===== config.mk =====
export PLATFORM = sky130hd
export DESIGN_NAME = fetch_stage
export DESIGN_NICKNAME = d
export VERILOG_FILES = /design/src/rtl/rv_pkg.sv /design/src/rtl/fetch_stage.sv
export SDC_FILE = /design/constraint.sdc
export NUM_CORES = 1
export LEC_CHECK = 0
export ABC_AREA = 1
export BUFFER_PORTS_ARGS = -buffer_cell sky130_fd_sc_hd__buf_2
export CAP_MARGIN = 20
export CELL_PAD_IN_SITES_DETAIL_PLACEMENT = 1
export CELL_PAD_IN_SITES_GLOBAL_PLACEMENT = 1
export CORE_ASPECT_RATIO = 0.75
export CORE_MARGIN = 2
export CORE_UTILIZATION = 29
export CTS_CLUSTER_DIAMETER = 50
export CTS_CLUSTER_SIZE = 30
export DETAILED_ROUTE_END_ITERATION = 10
export HOLD_SLACK_MARGIN = 0.06
export MAX_ROUTING_LAYER = met4
export PLACE_DENSITY_LB_ADDON = 0.2
export SLEW_MARGIN = 10
export SYNTH_ARGS = -nofsm -noshare
export SYNTH_HDL_FRONTEND = slang
export SYNTH_SLANG_ARGS = --single-unit

===== constraint.sdc =====
create_clock -name clk -period 3.75 [get_ports clk]
set_input_delay 0 -clock clk [delete_from_list [all_inputs] [get_ports clk]]
set_output_delay 0 -clock clk [all_outputs]
set_load 0.005 [all_outputs]

===== src/rtl/rv_pkg.sv =====
`default_nettype none

package rv_pkg;

    localparam int XLEN     = 64;
    localparam int NUM_REGS = 32;

    // Major opcodes of the supported subset
    localparam logic [6:0] OP_REG   = 7'b0110011;
    localparam logic [6:0] OP_IMM   = 7'b0010011;
    localparam logic [6:0] OP_LOAD  = 7'b0000011;
    localparam logic [6:0] OP_STORE = 7'b0100011;

    localparam logic [2:0] F3_DOUBLE  = 3'b011; // LD and SD
    localparam logic [2:0] F3_ADD_SUB = 3'b000;
    localparam logic [2:0] F3_XOR     = 3'b100;
    localparam logic [2:0] F3_OR      = 3'b110;
    localparam logic [2:0] F3_AND     = 3'b111;

    typedef logic [XLEN-1:0] xlen_t;
    typedef logic [4:0]      reg_addr_t;

    typedef enum logic [2:0] {
        ALU_ADD,
        ALU_SUB,
        ALU_AND,
        ALU_OR,
        ALU_XOR
    } alu_op_e;

    typedef struct packed {
        logic       valid;
        logic [6:0] opcode;
        reg_addr_t  rd;
        reg_addr_t  rs1;
        reg_addr_t  rs2;
        logic [2:0] funct3;
        logic       funct7_5;  // Selects SUB on R-type
        xlen_t      imm;       // I-type or S-type, sign extended
    } if_id_t;

    typedef struct packed {
        logic    alu_src;      // Second ALU input is the immediate
        logic    reg_write;
        logic    mem_read;
        logic    mem_write;
        alu_op_e alu_op;
    } ctrl_t;

    typedef struct packed {
        logic      valid;
        ctrl_t     ctrl;
        reg_addr_t rs1;
        reg_addr_t rs2;
        reg_addr_t rd;
        xlen_t     val_a;
        xlen_t     val_b;
        xlen_t     imm;
    } id_ex_t;

    typedef struct packed {
        logic      valid;
        logic      reg_write;
        logic      mem_read;
        logic      mem_write;
        reg_addr_t rd;
        xlen_t     alu_result;  // Also the memory address
        xlen_t     store_data;
    } ex_mem_t;

    // One register write, valid only for rd != 0
    typedef struct packed {
        logic      valid;
        reg_addr_t rd;
        xlen_t     data;
    } wb_t;

endpackage

`default_nettype wire


===== src/rtl/fetch_stage.sv =====
`timescale 1ns/1ns
`default_nettype none

module fetch_stage (
    input  logic           clk,
    input  logic           reset,
    input  logic [31:0]    instr,
    output rv_pkg::if_id_t if_id
);
    import rv_pkg::*;

    logic [6:0] opcode;
    logic [2:0] funct3;
    logic       supported;
    xlen_t      imm_i;
    xlen_t      imm_s;
    if_id_t     if_id_next;

    assign opcode = instr[6:0];
    assign funct3 = instr[14:12];

    assign imm_i = {{(XLEN-12){instr[31]}}, instr[31:20]};
    assign imm_s = {{(XLEN-12){instr[31]}}, instr[31:25], instr[11:7]};

    // Only listed opcode/funct3 pairs pass, the rest turn into bubbles
    always_comb begin
        case (opcode)
            OP_REG, OP_IMM: begin
                supported = (funct3 == F3_ADD_SUB) || (funct3 == F3_XOR) ||
                            (funct3 == F3_OR) || (funct3 == F3_AND);
            end
            OP_LOAD, OP_STORE: begin
                supported = (funct3 == F3_DOUBLE);
            end
            default: begin
                supported = 1'b0;
            end
        endcase
    end

    always_comb begin
        if_id_next.valid    = supported;
        if_id_next.opcode   = opcode;
        if_id_next.rd       = instr[11:7];
        if_id_next.rs1      = instr[19:15];
        if_id_next.rs2      = instr[24:20];
        if_id_next.funct3   = funct3;
        if_id_next.funct7_5 = instr[30];
        if_id_next.imm      = (opcode == OP_STORE) ? imm_s : imm_i;  // S-type only for stores
    end

    // IF/ID register
    always_ff @(posedge clk or posedge reset) begin
        if (reset) begin
            if_id <= '0;
        end else begin
            if_id <= if_id_next;
        end
    end

endmodule

`default_nettype wire


==> summary.md <==
| Metric | Value |
|---|---|
| Share of cells above drive strength 1 | roughly three fifths |
| Leakage | roughly 1.3 nW |
| Regs by FF count | if_id (38) |
| Sequential share of the synthesized area | between 60% and 70% |
| Number of distinct library cells after synthesis | 13 |
| Post-synthesis xor/xnor area fraction | 0% |
| Int Power | 0.000651 W |
| Syn nets | 158 |
| Worst hold stages | 2 |
| PwrDens | about 370 nW/µm² |
| Setup violations, final | 0 |
| F_max | around 0.91 GHz |
| First-pass GRT wire length | about 5500 µm |
| TNS Setup | 0 ps |
| Fin. Hold Viols | 0 |
| Area share of and/or/nand/nor cells after synthesis | roughly a tenth |
| Vias in the first global route | 1193 |
| Top-level I/O count | between 100 and 150 |
| Most common cell after layout, fill and taps aside | buf_2 |
| CTS resizes | 0 |
| Worst-margin pin slew | approximately 470 ps |
| Chip height | around 67 µm |
| Layout area overhead | 50.6% |
| Sequential share of power | 50.9% |
| VDD IR-drop max | ~0.00014 V |
| Fin util | between 40 and 50% |
| Syn_area_per_cell | between 10 and 15 µm² |
| Total via count in the routed design | between 1000 and 1500 |
| Syn. warnings | 0 |
| Crit-path max FO | 48 |
| Max reg flops | 38 |
| Crit start category | flip-flop |
| Die Area | 5850 µm² |
| Sw power | 0.000205 W |
| Initial DRC count | 15 |
| Post-Synth Adder-Cell Area | 0% |
| Clk buf depth | 2 |
| Sw frac | 23.9% |
| Slew Limit Fails | 0 |
| Gr ovfl total | 0 |
| Hold Buf Count CTS | 33 |
| Crit share post-route | between 20% and 30% |
| Fill cells | between 500 and 600 |
| Final Critical Period | roughly 1100 ps |
| Mux contribution to synthesized area | 0% |
| Worst hold endpoint | if_id[10]$_DFF_PP0_ |
| Logic pwr share | between 10% and 20% |
| CP endpoint kind | output pin |
| Status | completed |
| Routed Antenna Nets | 0 |
| Multi-input logic area | about 160 µm² |
| Headroom to the max-slew limit | around two thirds |
| DR WL/cell | 12.4 µm |
| Vias/cell | between 3 and 4 |
| Max-cap viol count | 0 |
| Post-synthesis compound-gate area fraction | less than 1% |
| Num rows | 22 |
| CTS tree | built |
| Setup Fix Bufs, Post-CTS | 0 |
| Crit path DAT | about 1100 ps |
| RD Place Congestion | ~0.66 |
| Num CTS Buffers | 5 |
| IO buf count | between 100 and 150 |
| RSZ-0062 raised after global routing | false |
| WP data required | about 3800 ps |
| Initial antenna violation count | 0 |
| Overall routing resource usage | a little over an eighth |
| N_diodes | 0 |
| Post-detail-place hpwl | approximately 2600 µm |
| Hold/Removal Path Class | input pin to flip-flop |
| H-tree depth | 2 |
| Synth Cell Area | approximately 1500 µm² |
| Nets | 271 |
| Total routed wirelength | a little under 4000 µm |
| Area taken by flip-flops and latches | between 900 and 1000 µm² |
| Largest family of logic cells by synthesized area | buffers and inverters |
| Clock-pin slew on the worst setup and hold paths | ~70 ps |
| Largest Register | if_id |
| Post-synthesis cell count | 124 |
| Post-synthesis register bit count | 38 |
| Core area | ~5000 µm² |
| Initial Utilization | a little under a third |
| Worst Hold Launch | instr[30] |
| Drc violations | 0 |
| DRT Pass-1 Iters | 4 |
| Largest net degree at the start of global routing | 54 |
| Root Buffer Master | clkbuf_8 |
| Clock share of power | between 30% and 40% |
| Die W | a little under 90 µm |
| Crit Path Class | flip-flop to output pin |
| Hold_ws | about 360 ps |
| CTS Sinks | 38 |
| Most frequent cells in the layout | buf_2 (124), dfrtp_1 (38), dlygate4sd3_1 (33) |
[per-stage QoR]
stage	instance area (µm²)	setup slack [ps]	power (W)	instances
floorplan	1520	2400	0.000515	124
global placement	1840	2550	0.000546	268
detailed placement	1840	2410	0.000550	268
CTS	2270	2100	0.000867	309
global route	2290	2570	0.000904	310
finish	2290	2650	0.000856	310
[Yosys cell counts (all sizes together)]
master,n,area [µm²]
buf,53,398
o21ai,1,5.00
dfrtp,38,951
nor2,5,42.5
nand3,5,25.0
nand3b,1,7.51
nand2,16,75.1
inv,5,18.8
[cells by family (layout without fill, tap and decap cells)]
logic type	after synthesis	in the layout
and+or+nand+nor	27	27
buffers and inverters	58	172
DFF	38	38
AOI/OAI and AO/OA	1	1
[worst max-delay path by stage]
stage / cells past startpoint / slack (ps) / start / end
after global routing: 2 / 2570 / if_id[11]$_DFF_PP0_ / if_id[16]
final: 2 / 2650 / if_id[11]$_DFF_PP0_ / if_id[25]
after detailed placement: 1 / 2410 / if_id[11]$_DFF_PP0_ / if_id[35]
after CTS: 1 / 2100 / if_id[11]$_DFF_PP0_ / if_id[35]
after floorplan: 1 / 2400 / if_id[11]$_DFF_PP0_ / if_id[12]
after global placement: 1 / 2550 / if_id[11]$_DFF_PP0_ / if_id[14]
[power groups by stage]
stage	clock [W]	combinational, W	sequential, W
6_report	0.000288	0.000132	0.000436
3_3_place_gp	0	0.0000995	0.000447
3_5_place_dp	0	0.000101	0.000448
5_1_grt	0.000319	0.000147	0.000438
2_1_floorplan	0	0.0000631	0.000452
4_1_cts	0.000298	0.000128	0.000441
[cell type report]
cell class | count | share of cell area [%]
multi-input cells | 28 | 6.76
clock inverters | 2 | 0.546
well taps | 72 | 3.93
flip-flops and latches | 38 | 41.5
repair buffers | 159 | 42.9
clock buffers | 6 | 3.60
inverters | 5 | 0.818
[layer usage]
layer	global-route usage [%]	share of wire, %	up-vias
met5	-	0	-
li1	-	-	548
met4	5.77	1.4	0
met2	25.3	56	60
met3	4.09	7.6	4
met1	11.8	35	543
[critical path, cell delays in order (launching register included)]
cell and delay, ps:
dfrtp_1 440, clkbuf_16 240, buf_2 140
Power figures use the tool's default switching activity.
