### src/rtl/rv_pkg.sv
`default_nettype none

package rv_pkg;

    localparam int XLEN     = 64;
    localparam int NUM_REGS = 32;

    // Major opcodes of the supported subset
    localparam logic [6:0] OP_REG   = 7'b0110011;
    localparam logic [6:0] OP_IMM   = 7'b0010011;
    localparam logic [6:0] OP_LOAD  = 7'b0000011;
    localparam logic [6:0] OP_STORE = 7'b0100011;

    localparam logic [2:0] F3_DOUBLE  = 3'b011; // LD and SD
    localparam logic [2:0] F3_ADD_SUB = 3'b000;
    localparam logic [2:0] F3_XOR     = 3'b100;
    localparam logic [2:0] F3_OR      = 3'b110;
    localparam logic [2:0] F3_AND     = 3'b111;

    typedef logic [XLEN-1:0] xlen_t;
    typedef logic [4:0]      reg_addr_t;

    typedef enum logic [2:0] {
        ALU_ADD,
        ALU_SUB,
        ALU_AND,
        ALU_OR,
        ALU_XOR
    } alu_op_e;

    typedef struct packed {
        logic       valid;
        logic [6:0] opcode;
        reg_addr_t  rd;
        reg_addr_t  rs1;
        reg_addr_t  rs2;
        logic [2:0] funct3;
        logic       funct7_5;  // Selects SUB on R-type
        xlen_t      imm;       // I-type or S-type, sign extended
    } if_id_t;

    typedef struct packed {
        logic    alu_src;      // Second ALU input is the immediate
        logic    reg_write;
        logic    mem_read;
        logic    mem_write;
        alu_op_e alu_op;
    } ctrl_t;

    typedef struct packed {
        logic      valid;
        ctrl_t     ctrl;
        reg_addr_t rs1;
        reg_addr_t rs2;
        reg_addr_t rd;
        xlen_t     val_a;
        xlen_t     val_b;
        xlen_t     imm;
    } id_ex_t;

    typedef struct packed {
        logic      valid;
        logic      reg_write;
        logic      mem_read;
        logic      mem_write;
        reg_addr_t rd;
        xlen_t     alu_result;  // Also the memory address
        xlen_t     store_data;
    } ex_mem_t;

    // One register write, valid only for rd != 0
    typedef struct packed {
        logic      valid;
        reg_addr_t rd;
        xlen_t     data;
    } wb_t;

endpackage

`default_nettype wire

### src/rtl/register_file.sv
`timescale 1ns/1ns
`default_nettype none

module register_file (
    input  logic              clk,
    input  logic              reset,
    input  rv_pkg::reg_addr_t rs1,
    input  rv_pkg::reg_addr_t rs2,
    output rv_pkg::xlen_t     rd_val_a,
    output rv_pkg::xlen_t     rd_val_b,
    input  rv_pkg::wb_t       wb
);
    import rv_pkg::*;

    // x0 has no storage
    xlen_t regs [1:NUM_REGS-1];

    always_ff @(posedge clk or posedge reset) begin
        if (reset) begin
            for (int i = 1; i < NUM_REGS; i++) begin
                regs[i] <= xlen_t'(i);  // Each register starts at its own index
            end
        end else if (wb.valid && wb.rd != '0) begin
            regs[wb.rd] <= wb.data;
        end
    end

    // Write in the same cycle wins over the stored value
    assign rd_val_a = (rs1 == '0) ? '0 :
                      (wb.valid && wb.rd == rs1) ? wb.data :
                      regs[rs1];

    assign rd_val_b = (rs2 == '0) ? '0 :
                      (wb.valid && wb.rd == rs2) ? wb.data :
                      regs[rs2];

endmodule

`default_nettype wire

### src/rtl/decode_stage.sv
`timescale 1ns/1ns
`default_nettype none

module decode_stage (
    input  logic           clk,
    input  logic           reset,
    input  rv_pkg::if_id_t if_id,
    input  rv_pkg::wb_t    wb,
    output rv_pkg::id_ex_t id_ex
);
    import rv_pkg::*;

    ctrl_t  ctrl;
    xlen_t  val_a;
    xlen_t  val_b;
    id_ex_t id_ex_next;

    register_file register_file_i (
        .clk      (clk),
        .reset    (reset),
        .rs1      (if_id.rs1),
        .rs2      (if_id.rs2),
        .rd_val_a (val_a),
        .rd_val_b (val_b),
        .wb       (wb)
    );

    // ALU operation from funct3, SUB only on R-type
    function automatic alu_op_e alu_op_of(input logic [2:0] funct3, input logic is_sub);
        case (funct3)
            F3_XOR:  return ALU_XOR;
            F3_OR:   return ALU_OR;
            F3_AND:  return ALU_AND;
            default: return is_sub ? ALU_SUB : ALU_ADD;
        endcase
    endfunction

    always_comb begin
        ctrl = '0;  // Bubbles keep all-zero control
        if (if_id.valid) begin
            case (if_id.opcode)
                OP_REG: begin
                    ctrl.reg_write = 1'b1;
                    ctrl.alu_op    = alu_op_of(if_id.funct3, if_id.funct7_5);
                end
                OP_IMM: begin
                    ctrl.alu_src   = 1'b1;
                    ctrl.reg_write = 1'b1;
                    ctrl.alu_op    = alu_op_of(if_id.funct3, 1'b0);
                end
                OP_LOAD: begin
                    ctrl.alu_src   = 1'b1;
                    ctrl.reg_write = 1'b1;
                    ctrl.mem_read  = 1'b1;
                end
                OP_STORE: begin
                    ctrl.alu_src   = 1'b1;
                    ctrl.mem_write = 1'b1;
                end
                default: begin
                    ctrl = '0;
                end
            endcase
        end
    end

    always_comb begin
        id_ex_next.valid = if_id.valid;
        id_ex_next.ctrl  = ctrl;
        id_ex_next.rs1   = if_id.rs1;
        id_ex_next.rs2   = if_id.rs2;
        id_ex_next.rd    = if_id.rd;
        id_ex_next.val_a = val_a;
        id_ex_next.val_b = val_b;
        id_ex_next.imm   = if_id.imm;
    end

    always_ff @(posedge clk or posedge reset) begin
        if (reset) begin
            id_ex <= '0;
        end else begin
            id_ex <= id_ex_next;
        end
    end

endmodule

`default_nettype wire

### config.mk
export PLATFORM = sky130hd
export DESIGN_NAME = decode_stage
export DESIGN_NICKNAME = d
export VERILOG_FILES = /design/src/rtl/rv_pkg.sv /design/src/rtl/register_file.sv /design/src/rtl/decode_stage.sv
export SDC_FILE = /design/constraint.sdc
export NUM_CORES = 2
export LEC_CHECK = 0
export BUFFER_PORTS_ARGS = -buffer_cell sky130_fd_sc_hd__buf_4
export CAP_MARGIN = 20
export CORE_AREA = 4 4 591 359
export CTS_CLUSTER_DIAMETER = 150
export CTS_CLUSTER_SIZE = 24
export DETAILED_ROUTE_END_ITERATION = 16
export DIE_AREA = 0 0 595 363
export HOLD_SLACK_MARGIN = 0.08
export PLACE_DENSITY_LB_ADDON = 0.08
export SETUP_SLACK_MARGIN = 0.3
export SLEW_MARGIN = 40
export SYNTH_ARGS = -nofsm -noshare
export SYNTH_HDL_FRONTEND = slang
export SYNTH_SLANG_ARGS = --single-unit
### constraint.sdc
create_clock -name clk -period 113.5 [get_ports clk]
set_clock_uncertainty 0.05 [all_clocks]
set_input_delay 22.7 -clock clk [delete_from_list [all_inputs] [get_ports clk]]
set_output_delay 22.7 -clock clk [all_outputs]
set_load 0.005 [all_outputs]
==> impl_summary.log <==
[metrics] Worst Setup End Kind: flop
[metrics] Clk pin slew, worst setup/hold paths: 0.11 ns
[metrics] RSZ-0062 raised after global routing: false
[metrics] Leak Pwr: ~0.051 µW
[metrics] async set-reset flop share out of synthesis: 100%
[metrics] arithmetic-cell share of the synthesized area counting full adders, half adders and majority gates: 0%
[metrics] number of DRC violations after detailed routing: 0
[metrics] overall die height: 363 µm
[metrics] First DRT Iteration DRCs: 7600
[metrics] cell types occupying the most area after synthesis: dfrtp_1, mux2_2, mux4_2
[metrics] Buffers on Ports: 377
[metrics] area enclosed by the die boundary: 216000 µm²
[metrics] vias per cell: 7.04
[metrics] Avg Synthesized Cell Area: 15.6 µm²
[metrics] vias in the first global route: 71000
[metrics] met3 routed wirelength: 29500 µm
[metrics] number of flops mapped to enable cells by yosys: 0
[metrics] worst slew slack as a fraction of its limit: about two fifths
[metrics] compound-gate portion of the synthesized area: 2.87%
[metrics] Primary FF master, synth: dfrtp_1
[metrics] number of buffers created by CTS: approximately 100
[metrics] grt total ovfl: 0
[metrics] max layer used: met5
[metrics] wire length of the first global-routing pass: 510000 µm
[metrics] Initial DRT Pass Iterations: 6
[metrics] Cell Pwr Density: 15.9 nW/µm²
[metrics] clock latency at the later pin of the worst-skew pair: 0.76 ns
[metrics] mux cell area share after synthesis: 42.6%
[metrics] Overall Global Routing Usage: 32.0%
[metrics] Worst Tran Pin Value: 0.928 ns
[metrics] number of max-cap violations: 0
[metrics] CP Max Fanout: 65
[metrics] critical path data required time: around 110 ns
[metrics] area added between synthesis and finish: 7.14%
[metrics] HPWL reported at the end of detailed placement: roughly 190000 µm
[metrics] final count of pins violating max slew: 0
[metrics] quantity of gates resized following cts: 0
[metrics] crit path launch type: primary input
[metrics] Final min period: 26.20 ns
[metrics] final setup TNS: 0 ns
[metrics] horizontal extent of the die: 595 µm
[metrics] Routed WL: 346000 µm
[metrics] detailed-route wire length per cell: 34.9 µm
[metrics] row count: 129
[metrics] total of warnings raised by yosys: 0
[metrics] area share of and/or/nand/nor cells after synthesis: 2.58%
[metrics] number of buffers on the longest clock path: 3
[metrics] count of final setup violators: 0
[metrics] DR vias: around 70000
[metrics] fill count: 15700
[metrics] number of cells produced by synthesis: 7248
[metrics] status: completed
[metrics] fraction of the cycle the final worst path needs: 23.1%
[metrics] sequential cell area fraction in the yosys report: 48.8%
[metrics] utilization after layout: 58.8%
[metrics] layout cells sized above 1: between 50% and 60%
[metrics] IO Pins: 378
[metrics] number of antenna violations at the first check in global routing: 31
[metrics] gpl congestion: 0.798
[metrics] flip-flop and latch count after synthesis: between 2000 and 2500
[metrics] area of combinational cells with multiple inputs: 54700 µm²
[metrics] area of all sequential standard cells: 55100 µm²
[metrics] xor/xnor share of the synthesized area: 0.0775%
[metrics] core footprint: 206000 µm²
[metrics] ranking of synthesized cells by instance count: mux2_2, dfrtp_1, mux4_2, clkbuf_1, buf_2
[metrics] CTS tree: yes
[metrics] syn nets: 7411
[metrics] Layout Nets: 7284
[metrics] pin count of the biggest net entering global routing: 131
[metrics] leading cell type by number of instances after synthesis: mux2_2
[metrics] crit path kind: primary input to flop
[metrics] highest ir drop seen on vdd: about 0.013 mV
[metrics] H-tree Lvls: 3
[metrics] Post-Route M1 WL: between 100000 and 150000 µm
[metrics] distinct cell type count after synthesis: 47
[metrics] Final Hold Fails: 0
[metrics] Detail Route met2 WL: 156000 µm
[metrics] cell area after technology mapping: roughly 110000 µm²
[metrics] largest family of logic cells by synthesized area: multiplexers
[metrics] clk sinks: 2199
[metrics] Post CTS Setup Buffer Count: 0
[metrics] number of routed nets with antenna violations: 0
[metrics] number of hold buffers added after cts: 0
[metrics] worst endpoint data arrival time: 26.81 ns
[metrics] share of the synthesized area in the top cell type: 46.9%
[metrics] Hold WC Path Type: flop to flop
[metrics] initial core utilization: between 50% and 60%
[metrics] fmax: 38.2 MHz
[metrics] Clk Tree Root Cell: clkbuf_16
[metrics] library cell with the largest summed area after synthesis: dfrtp_1
final cells by class:
class                           count  share of cell area, %
Sequential cell                  2199                   45.5
Multi-Input combinational cell   4258                   45.2
Tap cell                         2751                   2.84
Clock buffer                      147                   2.30
Timing Repair Buffer              551                   4.02
Clock inverter                      1                0.00930
Inverter                           10                 0.0413
Antenna cell                       16                 0.0331
worst paths after layout:
| kind | startpoint | end | slack [ns] | cells after the start |
|---|---|---|---|---|
| setup reg to reg | register_file_i.regs[1538] | id_ex[66] | 111.44 | 4 |
| hold reg to reg | register_file_i.regs[944] | register_file_i.regs[944] | 0.48 | 1 |
| hold / removal | register_file_i.regs[944] | register_file_i.regs[944] | 0.48 | 1 |
| min in group asynchronous | reset | id_ex[40] | 21.97 | 2 |
| setup / recovery | if_id[68] | id_ex[121] | 87.30 | 9 |
| max in group asynchronous | reset | id_ex[150] | 87.70 | 7 |
state kept, by name, summed over array words and instances (netlist names):
register              flops
register_file_i.regs   1984
id_ex                   215
layout by cell type (no fill, tap or decap), drive strengths merged, types with 16 or more instances in the layout:
master  synthesis  layout
mux4         1013    1013
dfrtp        2119    2119
nor2          144     144
nand2         136     136
clkbuf        434     148
mux2i          21      21
nor3b          77      77
nor2b         120     120
nor3           65      65
o311a          54      54
buf           347     550
mux2         2227    2227
dfstp          80      80
o311ai         64      64
diode           0      16
a221oi        125     125
o21ai         120     120
logic make-up after synthesis:
family	Yosys count
XOR/XNOR	10
AO/OA/AOI/OAI	417
multiplexers	3261
flip-flops	2199
AND/OR/NAND/NOR	570
buffers and inverters	791
worst max-delay path, stage by stage:
cell and delay, ns:
buf_8 0.49, buf_4 0.62, buf_4 0.63, buf_4 0.67, mux4_2 0.59, mux2_2 0.28, nand2_1 0.08, o311ai_0 0.26
nor3b_1 0.26
per-layer routing:
metal	vias to the layer above	track usage [%]
li1	27700	-
met1	38600	48.0
met2	3135	47.6
met3	584	6.73
met4	4	9.33
met5	-	0
where the power goes:
group | total (µW) | internal [µW] | switching (µW)
Combinational | 445 | 280 | 165
Sequential | 1050 | 934 | 111
Clock | 429 | 171 | 258
Total | 1920 | 1380 | 534
metrics by stage:
| step | cells | hold WS (ns) | worst slack (ns) | total power [µW] | area, µm² |
|---|---|---|---|---|---|
| after floorplan | 7248 | 0.436 | 28.75 | 1370 | 113000 |
| after global placement | 9751 | 0.449 | 85.68 | 1480 | 117000 |
| after detailed placement | 9766 | 0.457 | 86.35 | 1500 | 118000 |
| after CTS | 9914 | 0.480 | 87.21 | 1930 | 121000 |
| after global routing | 9929 | 0.488 | 87.09 | 2000 | 121000 |
| final | 9933 | 0.481 | 87.30 | 1920 | 121000 |
No activity file was read; power rests on OpenSTA's default activity.
