[src/rtl/rv_pkg.sv]
`default_nettype none

package rv_pkg;

    localparam int XLEN     = 64;
    localparam int NUM_REGS = 32;

    // Major opcodes of the supported subset
    localparam logic [6:0] OP_REG   = 7'b0110011;
    localparam logic [6:0] OP_IMM   = 7'b0010011;
    localparam logic [6:0] OP_LOAD  = 7'b0000011;
    localparam logic [6:0] OP_STORE = 7'b0100011;

    localparam logic [2:0] F3_DOUBLE  = 3'b011; // LD and SD
    localparam logic [2:0] F3_ADD_SUB = 3'b000;
    localparam logic [2:0] F3_XOR     = 3'b100;
    localparam logic [2:0] F3_OR      = 3'b110;
    localparam logic [2:0] F3_AND     = 3'b111;

    typedef logic [XLEN-1:0] xlen_t;
    typedef logic [4:0]      reg_addr_t;

    typedef enum logic [2:0] {
        ALU_ADD,
        ALU_SUB,
        ALU_AND,
        ALU_OR,
        ALU_XOR
    } alu_op_e;

    typedef struct packed {
        logic       valid;
        logic [6:0] opcode;
        reg_addr_t  rd;
        reg_addr_t  rs1;
        reg_addr_t  rs2;
        logic [2:0] funct3;
        logic       funct7_5;  // Selects SUB on R-type
        xlen_t      imm;       // I-type or S-type, sign extended
    } if_id_t;

    typedef struct packed {
        logic    alu_src;      // Second ALU input is the immediate
        logic    reg_write;
        logic    mem_read;
        logic    mem_write;
        alu_op_e alu_op;
    } ctrl_t;

    typedef struct packed {
        logic      valid;
        ctrl_t     ctrl;
        reg_addr_t rs1;
        reg_addr_t rs2;
        reg_addr_t rd;
        xlen_t     val_a;
        xlen_t     val_b;
        xlen_t     imm;
    } id_ex_t;

    typedef struct packed {
        logic      valid;
        logic      reg_write;
        logic      mem_read;
        logic      mem_write;
        reg_addr_t rd;
        xlen_t     alu_result;  // Also the memory address
        xlen_t     store_data;
    } ex_mem_t;

    // One register write, valid only for rd != 0
    typedef struct packed {
        logic      valid;
        reg_addr_t rd;
        xlen_t     data;
    } wb_t;

endpackage

`default_nettype wire

[src/rtl/execute_stage.sv]
`timescale 1ns/1ns
`default_nettype none

module execute_stage (
    input  logic            clk,
    input  logic            reset,
    input  rv_pkg::id_ex_t  id_ex,
    input  rv_pkg::wb_t     mem_fwd,
    input  rv_pkg::wb_t     wb,
    output rv_pkg::ex_mem_t ex_mem
);
    import rv_pkg::*;

    xlen_t   fwd_a;
    xlen_t   fwd_b;
    xlen_t   alu_b;
    xlen_t   alu_result;
    ex_mem_t ex_mem_next;

    // Nearer write first, then MEM/WB, then the value read in decode
    function automatic xlen_t forward(
        input reg_addr_t src,
        input xlen_t     reg_val,
        input wb_t       near,
        input wb_t       far
    );
        if (near.valid && near.rd == src) begin
            return near.data;
        end else if (far.valid && far.rd == src) begin
            return far.data;
        end else begin
            return reg_val;
        end
    endfunction

    assign fwd_a = forward(id_ex.rs1, id_ex.val_a, mem_fwd, wb);
    assign fwd_b = forward(id_ex.rs2, id_ex.val_b, mem_fwd, wb);

    assign alu_b = id_ex.ctrl.alu_src ? id_ex.imm : fwd_b;

    always_comb begin
        case (id_ex.ctrl.alu_op)
            ALU_SUB: alu_result = fwd_a - alu_b;
            ALU_AND: alu_result = fwd_a & alu_b;
            ALU_OR:  alu_result = fwd_a | alu_b;
            ALU_XOR: alu_result = fwd_a ^ alu_b;
            default: alu_result = fwd_a + alu_b;  // ADD, also load/store address
        endcase
    end

    always_comb begin
        ex_mem_next.valid      = id_ex.valid;
        ex_mem_next.reg_write  = id_ex.ctrl.reg_write && (id_ex.rd != '0);  // x0 never written
        ex_mem_next.mem_read   = id_ex.ctrl.mem_read;
        ex_mem_next.mem_write  = id_ex.ctrl.mem_write;
        ex_mem_next.rd         = id_ex.rd;
        ex_mem_next.alu_result = alu_result;
        ex_mem_next.store_data = fwd_b;
    end

    // EX/MEM register
    always_ff @(posedge clk or posedge reset) begin
        if (reset) begin
            ex_mem <= '0;
        end else begin
            ex_mem <= ex_mem_next;
        end
    end

endmodule

`default_nettype wire

[config.mk]
export PLATFORM = sky130hd
export DESIGN_NAME = execute_stage
export DESIGN_NICKNAME = d
export VERILOG_FILES = /design/src/rtl/rv_pkg.sv /design/src/rtl/execute_stage.sv
export SDC_FILE = /design/constraint.sdc
export NUM_CORES = 1
export LEC_CHECK = 0
export CAP_MARGIN = 10
export CORE_AREA = 2 2 191 193
export DETAILED_ROUTE_END_ITERATION = 8
export DIE_AREA = 0 0 193 195
export DONT_BUFFER_PORTS = 1
export PLACE_DENSITY = 0.67
export SKIP_LAST_GASP = 1
export SLEW_MARGIN = 20
export SYNTH_ARGS = -nofsm -noshare
export SYNTH_HDL_FRONTEND = slang
export SYNTH_SLANG_ARGS = --single-unit
[constraint.sdc]
create_clock -name clk -period 5.6 [get_ports clk]
set_clock_uncertainty 0.05 [all_clocks]
set_input_delay 0.56 -clock clk [delete_from_list [all_inputs] [get_ports clk]]
set_output_delay 0.56 -clock clk [all_outputs]
set_load 0.01 [all_outputs]
==> results.yml, run 1 <==
detailed_routing:
  drc: 0
  routed_wl_microns: 73700
  wl_per_cell_microns: 25.9
  antenna_left: 0
  drtIter0Drc: 1798
  wl_met1_microns: 29400
  vias: 17717
  wl_met2_microns: 33200
  vias_per_cell: 6.23
  wl_met3_microns: 7610
  route.top_layer_used: "met5"
  firstDrtPassIters: 6
floorplan:
  core_region_area_sq_mm: 0.0354
  fp.dieW_microns: 193
  die_h_microns: 195
  start_util: 0.470
  dieArea_sq_mm: 0.0376
  rows: 69
  ioPinCount: 494
placement:
  portBuffers: 0
  dp_hpwl_microns: 58700
  place.gp.congestion: 0.990
global_route:
  grt_overflow: 0
  grt_pass1_vias: 17717
  grt_pass1_wl_microns: 108000
  grt_max_degree: 112
  grtUsageTotal: 0.382
  antenna_found_initial: 6
timing:
  drv_slew: 0
  whs_ns: 0.0220
  period_minus_slack_ns: 5.43
  rsz0062_at_grt: "true"
  worst_pin_slew_ns: 0.848
  final.period_utilization: 0.969
  slew_headroom: 0.435
  fmax_mhz: 184
  finalSetupViolCount: 0
  hold_viol: 0
synth:
  yosys.area.top_type_share: 0.206
  syn_inst: 2095
  synth-edff-count: 0
  synth_largest_area_cell: "dfrtp_1"
  yosysMostFrequentCell: "ha_1"
  postSynth.asyncResetShare: 1.00
  avgSynthCellArea_sq_um: 7.94
  synth_area_leaders: "dfrtp_1, ha_1, mux2i_1, xnor2_1, a21oi_1"
  synth.distinct_cells: 75
  yosys-top-cells-count: "ha_1, nand2_1, a21oi_1"
  ys_seq_area_frac: 0.206
  yosysWarnings: 0
  netlist_area_sq_mm: 0.0166
  ys_dominant_reg_cell: "dfrtp_1"
  synth_seq_cells: 137
  syn_nets: 2645
layout:
  fin_nets: 2917
  largest_register: "ex_mem"
  area_delta_synth_final_pct: 24.5
  fill_cells: 3225
  top_regs: "ex_mem (137)"
  largest_register_ffs: 137
  drive_gt1_frac: 0.229
  finish.utilization: 0.585
pwr:
  p_leak_nw: 9.67
  powerDensity_mw_per_mm2: 239
  max-vdd-ir-drop_v: 0.000224
setup_path:
  cp.required_ns: 5.85
  crit_path_end: "ex_mem[106]"
  start_kind: "input port"
  crit_start: "mem_fwd[66]"
  critPathMaxFanout: 13
  endpoint_kind: "flip-flop"
  worstSetupPathType: "input port to flip-flop"
  arrival_ns: 5.68
clock_tree:
  cts-root-buf: "clkbuf_16"
  h-tree-depth: 4
  cts_tree: "done"
  clock-sinks: 137
  cts.clk_slew.worst_paths_ns: 0.06
  hold_buffers: 0
  clock_path_buffers: 2
  cts-buffers-inserted: 17
hold_path:
  hold_class: "input port to async pin"
flow_run:
  maxCapViolCount: 0
run_status:
  outcome: "finished, final reports clean"
-- area by class of cell --
| type | instances | area [sq um] | area share |
|---|---|---|---|
| flip-flops and latches | 137 | 3430 | 0.166 |
| well taps | 461 | 577 | 0.0279 |
| multi-input cells | 1639 | 12200 | 0.592 |
| clock inverters | 10 | 165 | 0.00798 |
| clock buffers | 21 | 470 | 0.0227 |
| inverters | 176 | 666 | 0.0322 |
| repair buffers | 396 | 3130 | 0.151 |
| diodes | 6 | 15.0 | 0.000725 |
-- placed cells by master (no fill, tap or decap), types with 7 or more instances in the layout --
master,instances
nor2_1,122
xor2_1,28
a311oi_1,10
mux2i_1,135
and2_1,9
a21oi_1,172
nor3_2,13
o22ai_1,20
a21oi_2,8
dfrtp_1,137
buf_12,12
inv_1,172
a211oi_1,28
clkbuf_16,17
o21ai_1,21
o31ai_2,7
nand3_1,42
o2bb2ai_1,9
nand4_1,26
a21o_1,60
o221ai_1,16
a221o_1,14
nand2_1,180
and3_1,10
nand2b_1,13
buf_4,382
xnor2_1,112
ha_1,192
nor3_1,36
o21ai_0,103
a31oi_1,34
o21bai_1,9
o31ai_1,7
o41ai_2,8
o21a_1,73
-- worst min path at each step --
stage                     cells past startpoint  slack [ns]  startpoint          end
after floorplan                               0        0.54  id_ex[192]  ex_mem[128]
after global placement                        0        0.54  id_ex[214]  ex_mem[136]
after detailed placement                      0        0.54  id_ex[211]  ex_mem[134]
after CTS                                     0        0.05  id_ex[214]  ex_mem[136]
after global routing                          0        0.06  id_ex[211]  ex_mem[134]
final                                         1        0.02       reset    ex_mem[1]
-- per-layer routing --
metal / GRT usage / vias to the layer above
met5: 0 / -
met4: 0.174 / 4
met3: 0.0897 / 184
met2: 0.608 / 978
met1: 0.488 / 8559
li1: - / 7992
-- logic make-up after synthesis --
family	count (synthesis)	share of synthesized area
simple gates	504	0.147
buf+inv	319	0.0771
mux	148	0.0902
compound gates	652	0.259
fa+ha+maj	193	0.146
xor+xnor	142	0.0748
flops	137	0.206
-- critical path, cell delays in order --
cell and delay (ns):
xnor2_1 0.18, nand4_2 0.18, buf_12 0.19, buf_4 0.16, o41ai_2 0.39, a21o_1 0.16
o221a_2 0.20, nand2_1 0.08, nor3_2 0.25, buf_6 0.18, a21oi_1 0.09, xnor2_1 0.17
ha_1 0.36, buf_4 0.13, and4_1 0.18, nand3_1 0.19, buf_4 0.20, o31a_1 0.37
o31ai_4 0.32, a221oi_1 0.11, buf_4 0.16, o31a_1 0.31, o21ai_0 0.21, xnor2_1 0.17
o221ai_1 0.14
-- power breakdown --
part | internal (mW) | switching [mW] | leakage [nW] | total, mW
clock | 0.781 | 0.520 | 0.302 | 1.30
sequential | 1.17 | 0.219 | 1.60 | 1.39
combinational | 1.03 | 1.23 | 7.76 | 2.26
total | 2.98 | 1.97 | 9.67 | 4.95
-- what timing repair did --
action	CTS	global route
setup buffers	0	5
resized for setup	7	71
pin swaps	0	14
setup endpoints to repair	9	30
-- stage by stage --
step | cells | area (sq um) | setup TNS (ns) | setup slack, ns | power [mW]
after CTS | 2835 | 20400 | 0 | 0.0299 | 4.88
final | 2846 | 20700 | 0 | 0.174 | 4.95
after floorplan | 2095 | 16600 | 0 | 0.0385 | 2.64
after global routing | 2842 | 20700 | -0.369 | -0.0937 | 5.20
after detailed placement | 2804 | 19700 | -10.16 | -0.580 | 3.55
after global placement | 2804 | 19700 | -7.37 | -0.479 | 3.54
(Power assumes the default switching activity.)
==> inputs of run 2 (changes only) <==
--- a/config.mk
+++ b/config.mk
@@ -6,11 +6,12 @@
 export NUM_CORES = 1
 export LEC_CHECK = 0
 export CAP_MARGIN = 10
-export CORE_AREA = 2 2 191 193
+export CORE_AREA = 2 2 221 223
 export DETAILED_ROUTE_END_ITERATION = 8
-export DIE_AREA = 0 0 193 195
+export DIE_AREA = 0 0 223 225
 export DONT_BUFFER_PORTS = 1
-export PLACE_DENSITY = 0.67
+export GPL_TIMING_DRIVEN = 0
+export PLACE_DENSITY = 0.54
 export SKIP_LAST_GASP = 1
 export SLEW_MARGIN = 20
 export SYNTH_ARGS = -nofsm -noshare
==> results.yml, run 2 (synthesized netlist as in run 1, its figures left out) <==
layout:
  fill_cells: 4794
  largest_register_ffs: 137
  regArea_sq_mm: 0.00343
  multi_input_area_sq_mm: 0.0133
  largest_register: "ex_mem"
  drive_gt1_frac: 0.186
  area_delta_synth_final_pct: 22.6
  final_cell_mix: "nand2_1, inv_1, ha_1"
  top_regs: "ex_mem (137)"
  finish.utilization: 0.429
  fin_nets: 2741
  mostFrequentLayoutCell: "nand2_1"
detailed_routing:
  vias: 17761
  vias_per_cell: 6.28
  antenna_left: 0
  drtIter0Drc: 1846
  wl_per_cell_microns: 33.4
  firstDrtPassIters: 6
  routed_wl_microns: 94400
  drc: 0
global_route:
  grt_pass1_vias: 17403
  antenna_found_initial: 14
  grt_overflow: 0
  grt_pass1_wl_microns: 129000
  grtUsageTotal: 0.366
  grt_max_degree: 75
setup_path:
  crit_start: "wb[64]"
  endpoint_kind: "flip-flop"
  arrival_ns: 5.90
  cp.required_ns: 5.88
  start_kind: "input port"
  critPathMaxFanout: 5
  crit_path_end: "ex_mem[127]"
  worstSetupPathType: "input port to flip-flop"
floorplan:
  fp.dieW_microns: 223
  die_h_microns: 225
  dieArea_sq_mm: 0.0502
  rows: 80
  core_region_area_sq_mm: 0.0475
  start_util: 0.350
  ioPinCount: 494
timing:
  whs_ns: 0.117
  fmax_mhz: 178
  hold_viol: 0
  finalSetupViolCount: 1
  worst_slack_ns: -0.0173
  slew_headroom: 0.174
  rsz0062_at_grt: "true"
  drv_slew: 0
  worst_pin_slew_ns: 1.24
  final.period_utilization: 1.00
  period_minus_slack_ns: 5.62
placement:
  place.gp.congestion: 1.00
  portBuffers: 0
  dp_hpwl_microns: 73200
flow_run:
  maxCapViolCount: 0
pwr:
  p_leak_nw: 8.76
  max-vdd-ir-drop_v: 0.000220
  powerDensity_mw_per_mm2: 241
clock_tree:
  clock-sinks: 137
  cts-buffers-inserted: 17
  h-tree-depth: 4
  clock_path_buffers: 2
  cts_tree: "done"
  cts.clk_slew.worst_paths_ns: 0.07
  cts-root-buf: "clkbuf_16"
run_status:
  outcome: "finished with violations"
  violations: "negative setup slack"
hold_path:
  hold_class: "input port to flip-flop"
==> run 2: changes by cell type in the layout (fill, tap and decap cells not counted), sizes merged <==
cell / previous run / this run
clkbuf: 21 / 95
inv: 178 / 179
buf: 396 / 134
diode: 6 / 9
bufinv: 4 / 3
clkinv: 1 / 4
dlygate4sd3: 0 / 9
==> run 2: worst min-delay path by stage <==
stage / from / depth (start not counted) / endpoint
floorplan: id_ex[192] / 0 / ex_mem[128]
global placement: id_ex[210] / 0 / ex_mem[133]
detailed placement: reset / 1 / ex_mem[2]
CTS: id_ex[212] / 1 / ex_mem[135]
global route: id_ex[212] / 1 / ex_mem[135]
finish: id_ex[212] / 1 / ex_mem[135]
==> run 2: critical path, cell delays in order <==
cell	delay, ns
xnor2_2	0.18
nand4_1	0.12
buf_4	0.18
clkbuf_8	0.18
o21ai_0	0.26
a31oi_2	0.27
mux2i_2	0.31
and3_2	0.32
nor4b_4	0.21
buf_4	0.18
buf_4	0.13
nand2_1	0.06
or3_4	0.42
o21ai_2	0.14
xnor2_1	0.19
ha_4	0.26
a21o_1	0.17
a21o_1	0.17
a21oi_1	0.17
a21boi_0	0.18
o21ai_0	0.09
a31oi_1	0.22
o211ai_1	0.11
buf_4	0.17
a221oi_4	0.24
xnor2_1	0.17
xnor2_1	0.14
o21ai_1	0.09
==> run 2: per-stage QoR <==
step | power [mW] | worst slack [ns] | cell area (sq um) | instances | setup TNS, ns
after global placement | 3.27 | -2.71 | 17400 | 2710 | -160.87
after CTS | 4.68 | -0.00654 | 19200 | 2791 | -0.00654
after detailed placement | 3.27 | -2.43 | 17500 | 2712 | -76.85
after floorplan | 2.64 | 0.0385 | 16600 | 2095 | 0
final | 4.91 | -0.0173 | 20400 | 2827 | -0.0173
after global routing | 5.12 | -0.225 | 20400 | 2823 | -1.08
==> run 2: layout make-up <==
class                      instances  area share
antenna                            9     0.00110
buffer                           115      0.0351
clock buffer                      18      0.0211
clock inverter                    13     0.00835
inverter                         176      0.0328
multi-input combinational       1639       0.650
sequential                       137       0.168
tap                              615      0.0378
timing repair buffer             105      0.0455
==> run 2: per-layer routing <==
metal	up-vias	wire, microns	GRT usage
li1	7669	-	-
met1	8787	38800	0.466
met2	1045	41400	0.556
met3	254	8850	0.0974
met4	6	5340	0.215
met5	-	35	0
==> run 2: what timing repair did <==
item	in CTS	in global routing
pin swaps	38	55
hold buffers	9	0
setup buffers	50	43
gates cloned	1	0
setup endpoints to repair	47	31
endpoints found under the hold margin	71	0
gates resized for setup	181	177
==> run 2: power by group <==
| part | internal, mW | total [mW] | switching (mW) |
|---|---|---|---|
| registers | 1.18 | 1.38 | 0.202 |
| clock network | 0.700 | 1.24 | 0.540 |
| logic | 0.883 | 2.29 | 1.41 |
==> inputs of run 3 (changes only) <==
==> constraint.sdc (replaced) <==
create_clock -name clk -period 6.2 [get_ports clk]
set_clock_uncertainty 0.05 [all_clocks]
set_input_delay 0.62 -clock clk [delete_from_list [all_inputs] [get_ports clk]]
set_output_delay 0.62 -clock clk [all_outputs]
set_load 0.01 [all_outputs]
==> results.yml, run 3 (synthesized netlist as in run 1, its figures left out) <==
pwr:
  combPwrFrac: 0.445
  finalPower_mw: 4.14
  sequentialPowerShare: 0.302
  max-vdd-ir-drop_v: 0.000184
  internal_power_mw: 2.29
  clkPwrFrac: 0.253
  p_leak_nw: 8.22
  p_sw_frac: 0.448
  powerDensity_mw_per_mm2: 219
  p_sw_mw: 1.85
timing:
  final.period_utilization: 0.989
  worst_slack_ns: 0.0709
  fin_tns_setup_ns: 0
  slew_headroom: 0.132
  drv_slew: 0
  worst_pin_slew_ns: 1.30
  fmax_mhz: 163
  period_minus_slack_ns: 6.13
  finalSetupViolCount: 0
  rsz0062_at_grt: "true"
  hold_viol: 0
setup_path:
  max_stage_delay_ns: 0.41
  start_kind: "input port"
  worstSetupPathType: "input port to flip-flop"
  arrival_ns: 6.44
  cp.required_ns: 6.51
  critPathMaxFanout: 10
  crit_start: "id_ex[213]"
  crit_buf_inv: 7
  crit_path_frequent_cell: "buf_4"
  cp_top_family: "compound AO/OA/AOI/OAI gates"
  critPathSlowestCell: "buf_4"
  endpoint_kind: "flip-flop"
hold_path:
  min_to: "ex_mem[132]"
  hold_class: "input port to flip-flop"
  min_from: "id_ex[196]"
  hold_depth: 0
global_route:
  grt_max_degree: 74
  grt_overflow: 0
  antenna_found_initial: 13
  grt_pass1_vias: 17363
  grt_pass1_wl_microns: 128000
  grtUsageTotal: 0.364
flow_run:
  maxCapViolCount: 0
floorplan:
  fp.dieW_microns: 223
  die_h_microns: 225
  dieArea_sq_mm: 0.0502
  core_region_area_sq_mm: 0.0475
  rows: 80
  ioPinCount: 494
  start_util: 0.350
detailed_routing:
  drc: 0
  wl_per_cell_microns: 33.5
  vias_per_cell: 6.32
  vias: 17564
  routed_wl_microns: 93200
  firstDrtPassIters: 7
  drtIter0Drc: 1731
  antenna_left: 0
clock_tree:
  clock_path_buffers: 2
  h-tree-depth: 4
  clock-sinks: 137
  cts_tree: "done"
  cts-buffers-inserted: 17
  cts-root-buf: "clkbuf_16"
  cts.clk_slew.worst_paths_ns: 0.07
layout:
  largest_register: "ex_mem"
  final_cell_mix: "ha_1, nand2_1, inv_1"
  final_cell_area_sq_mm: 0.0189
  finish.utilization: 0.397
  area_delta_synth_final_pct: 13.7
  largest_register_ffs: 137
  drive_gt1_frac: 0.113
  top_regs: "ex_mem (137)"
  mostFrequentLayoutCell: "ha_1"
  fill_cells: 5014
  fin_nets: 2691
run_status:
  outcome: "finished, final reports clean"
placement:
  pre_cts_ws_ns: -1.97
  portBuffers: 0
  placed_cell_area_sq_mm: 0.0175
  place.gp.congestion: 0.980
  dp_hpwl_microns: 73300
[run 3: metrics by stage]
stage               instances  hold WS, ns
detailed placement       2712        0.488
CTS                      2755       0.0578
global route             2774       0.0738
floorplan                2095        0.601
global placement         2710        0.601
finish                   2778       0.0903
[run 3: repair_timing]
action / in CTS / in global routing
setup endpoints to repair: 39 / 27
buffers inserted: 15 / 17
gates resized for setup: 69 / 99
hold buffers: 1 / 0
endpoints found under the hold margin: 64 / 0
pin swaps: 10 / 17
[run 3: metal layers]
metal	vias to the layer above	track usage	wire, microns
met5	-	0	38
met4	6	0.206	5550
met3	248	0.113	9980
met2	1091	0.568	40900
met1	8660	0.444	36700
li1	7559	-	-
[run 3: area by class of cell]
cell class	instances	area (sq um)	share of cell area
diodes	10	25.0	0.00132
flip-flops and latches	137	3430	0.181
clock inverters	10	95.1	0.00503
plain buffers	135	687	0.0364
repair buffers	35	343	0.0181
clock buffers	21	460	0.0244
multi-input cells	1639	12400	0.657
well taps	615	769	0.0407
inverters	176	668	0.0354
[run 3: power by group through the flow]
| stage | Combinational (mW) | Sequential [mW] | Clock [mW] |
|---|---|---|---|
| 2_1_floorplan | 1.18 | 1.21 | 0 |
| 3_3_place_gp | 1.69 | 1.27 | 0 |
| 3_5_place_dp | 1.70 | 1.26 | 0 |
| 4_1_cts | 1.75 | 1.25 | 1.07 |
| 5_1_grt | 1.99 | 1.26 | 1.09 |
| 6_report | 1.84 | 1.25 | 1.05 |
[run 3: worst max path at each step]
stage	slack (ns)	depth (start not counted)	endpoint
after floorplan	0.48	29	ex_mem[127]
after global placement	-2.47	29	ex_mem[125]
after detailed placement	-1.97	28	ex_mem[125]
after CTS	-0.01	27	ex_mem[125]
after global routing	-0.13	29	ex_mem[124]
final	0.07	27	ex_mem[122]
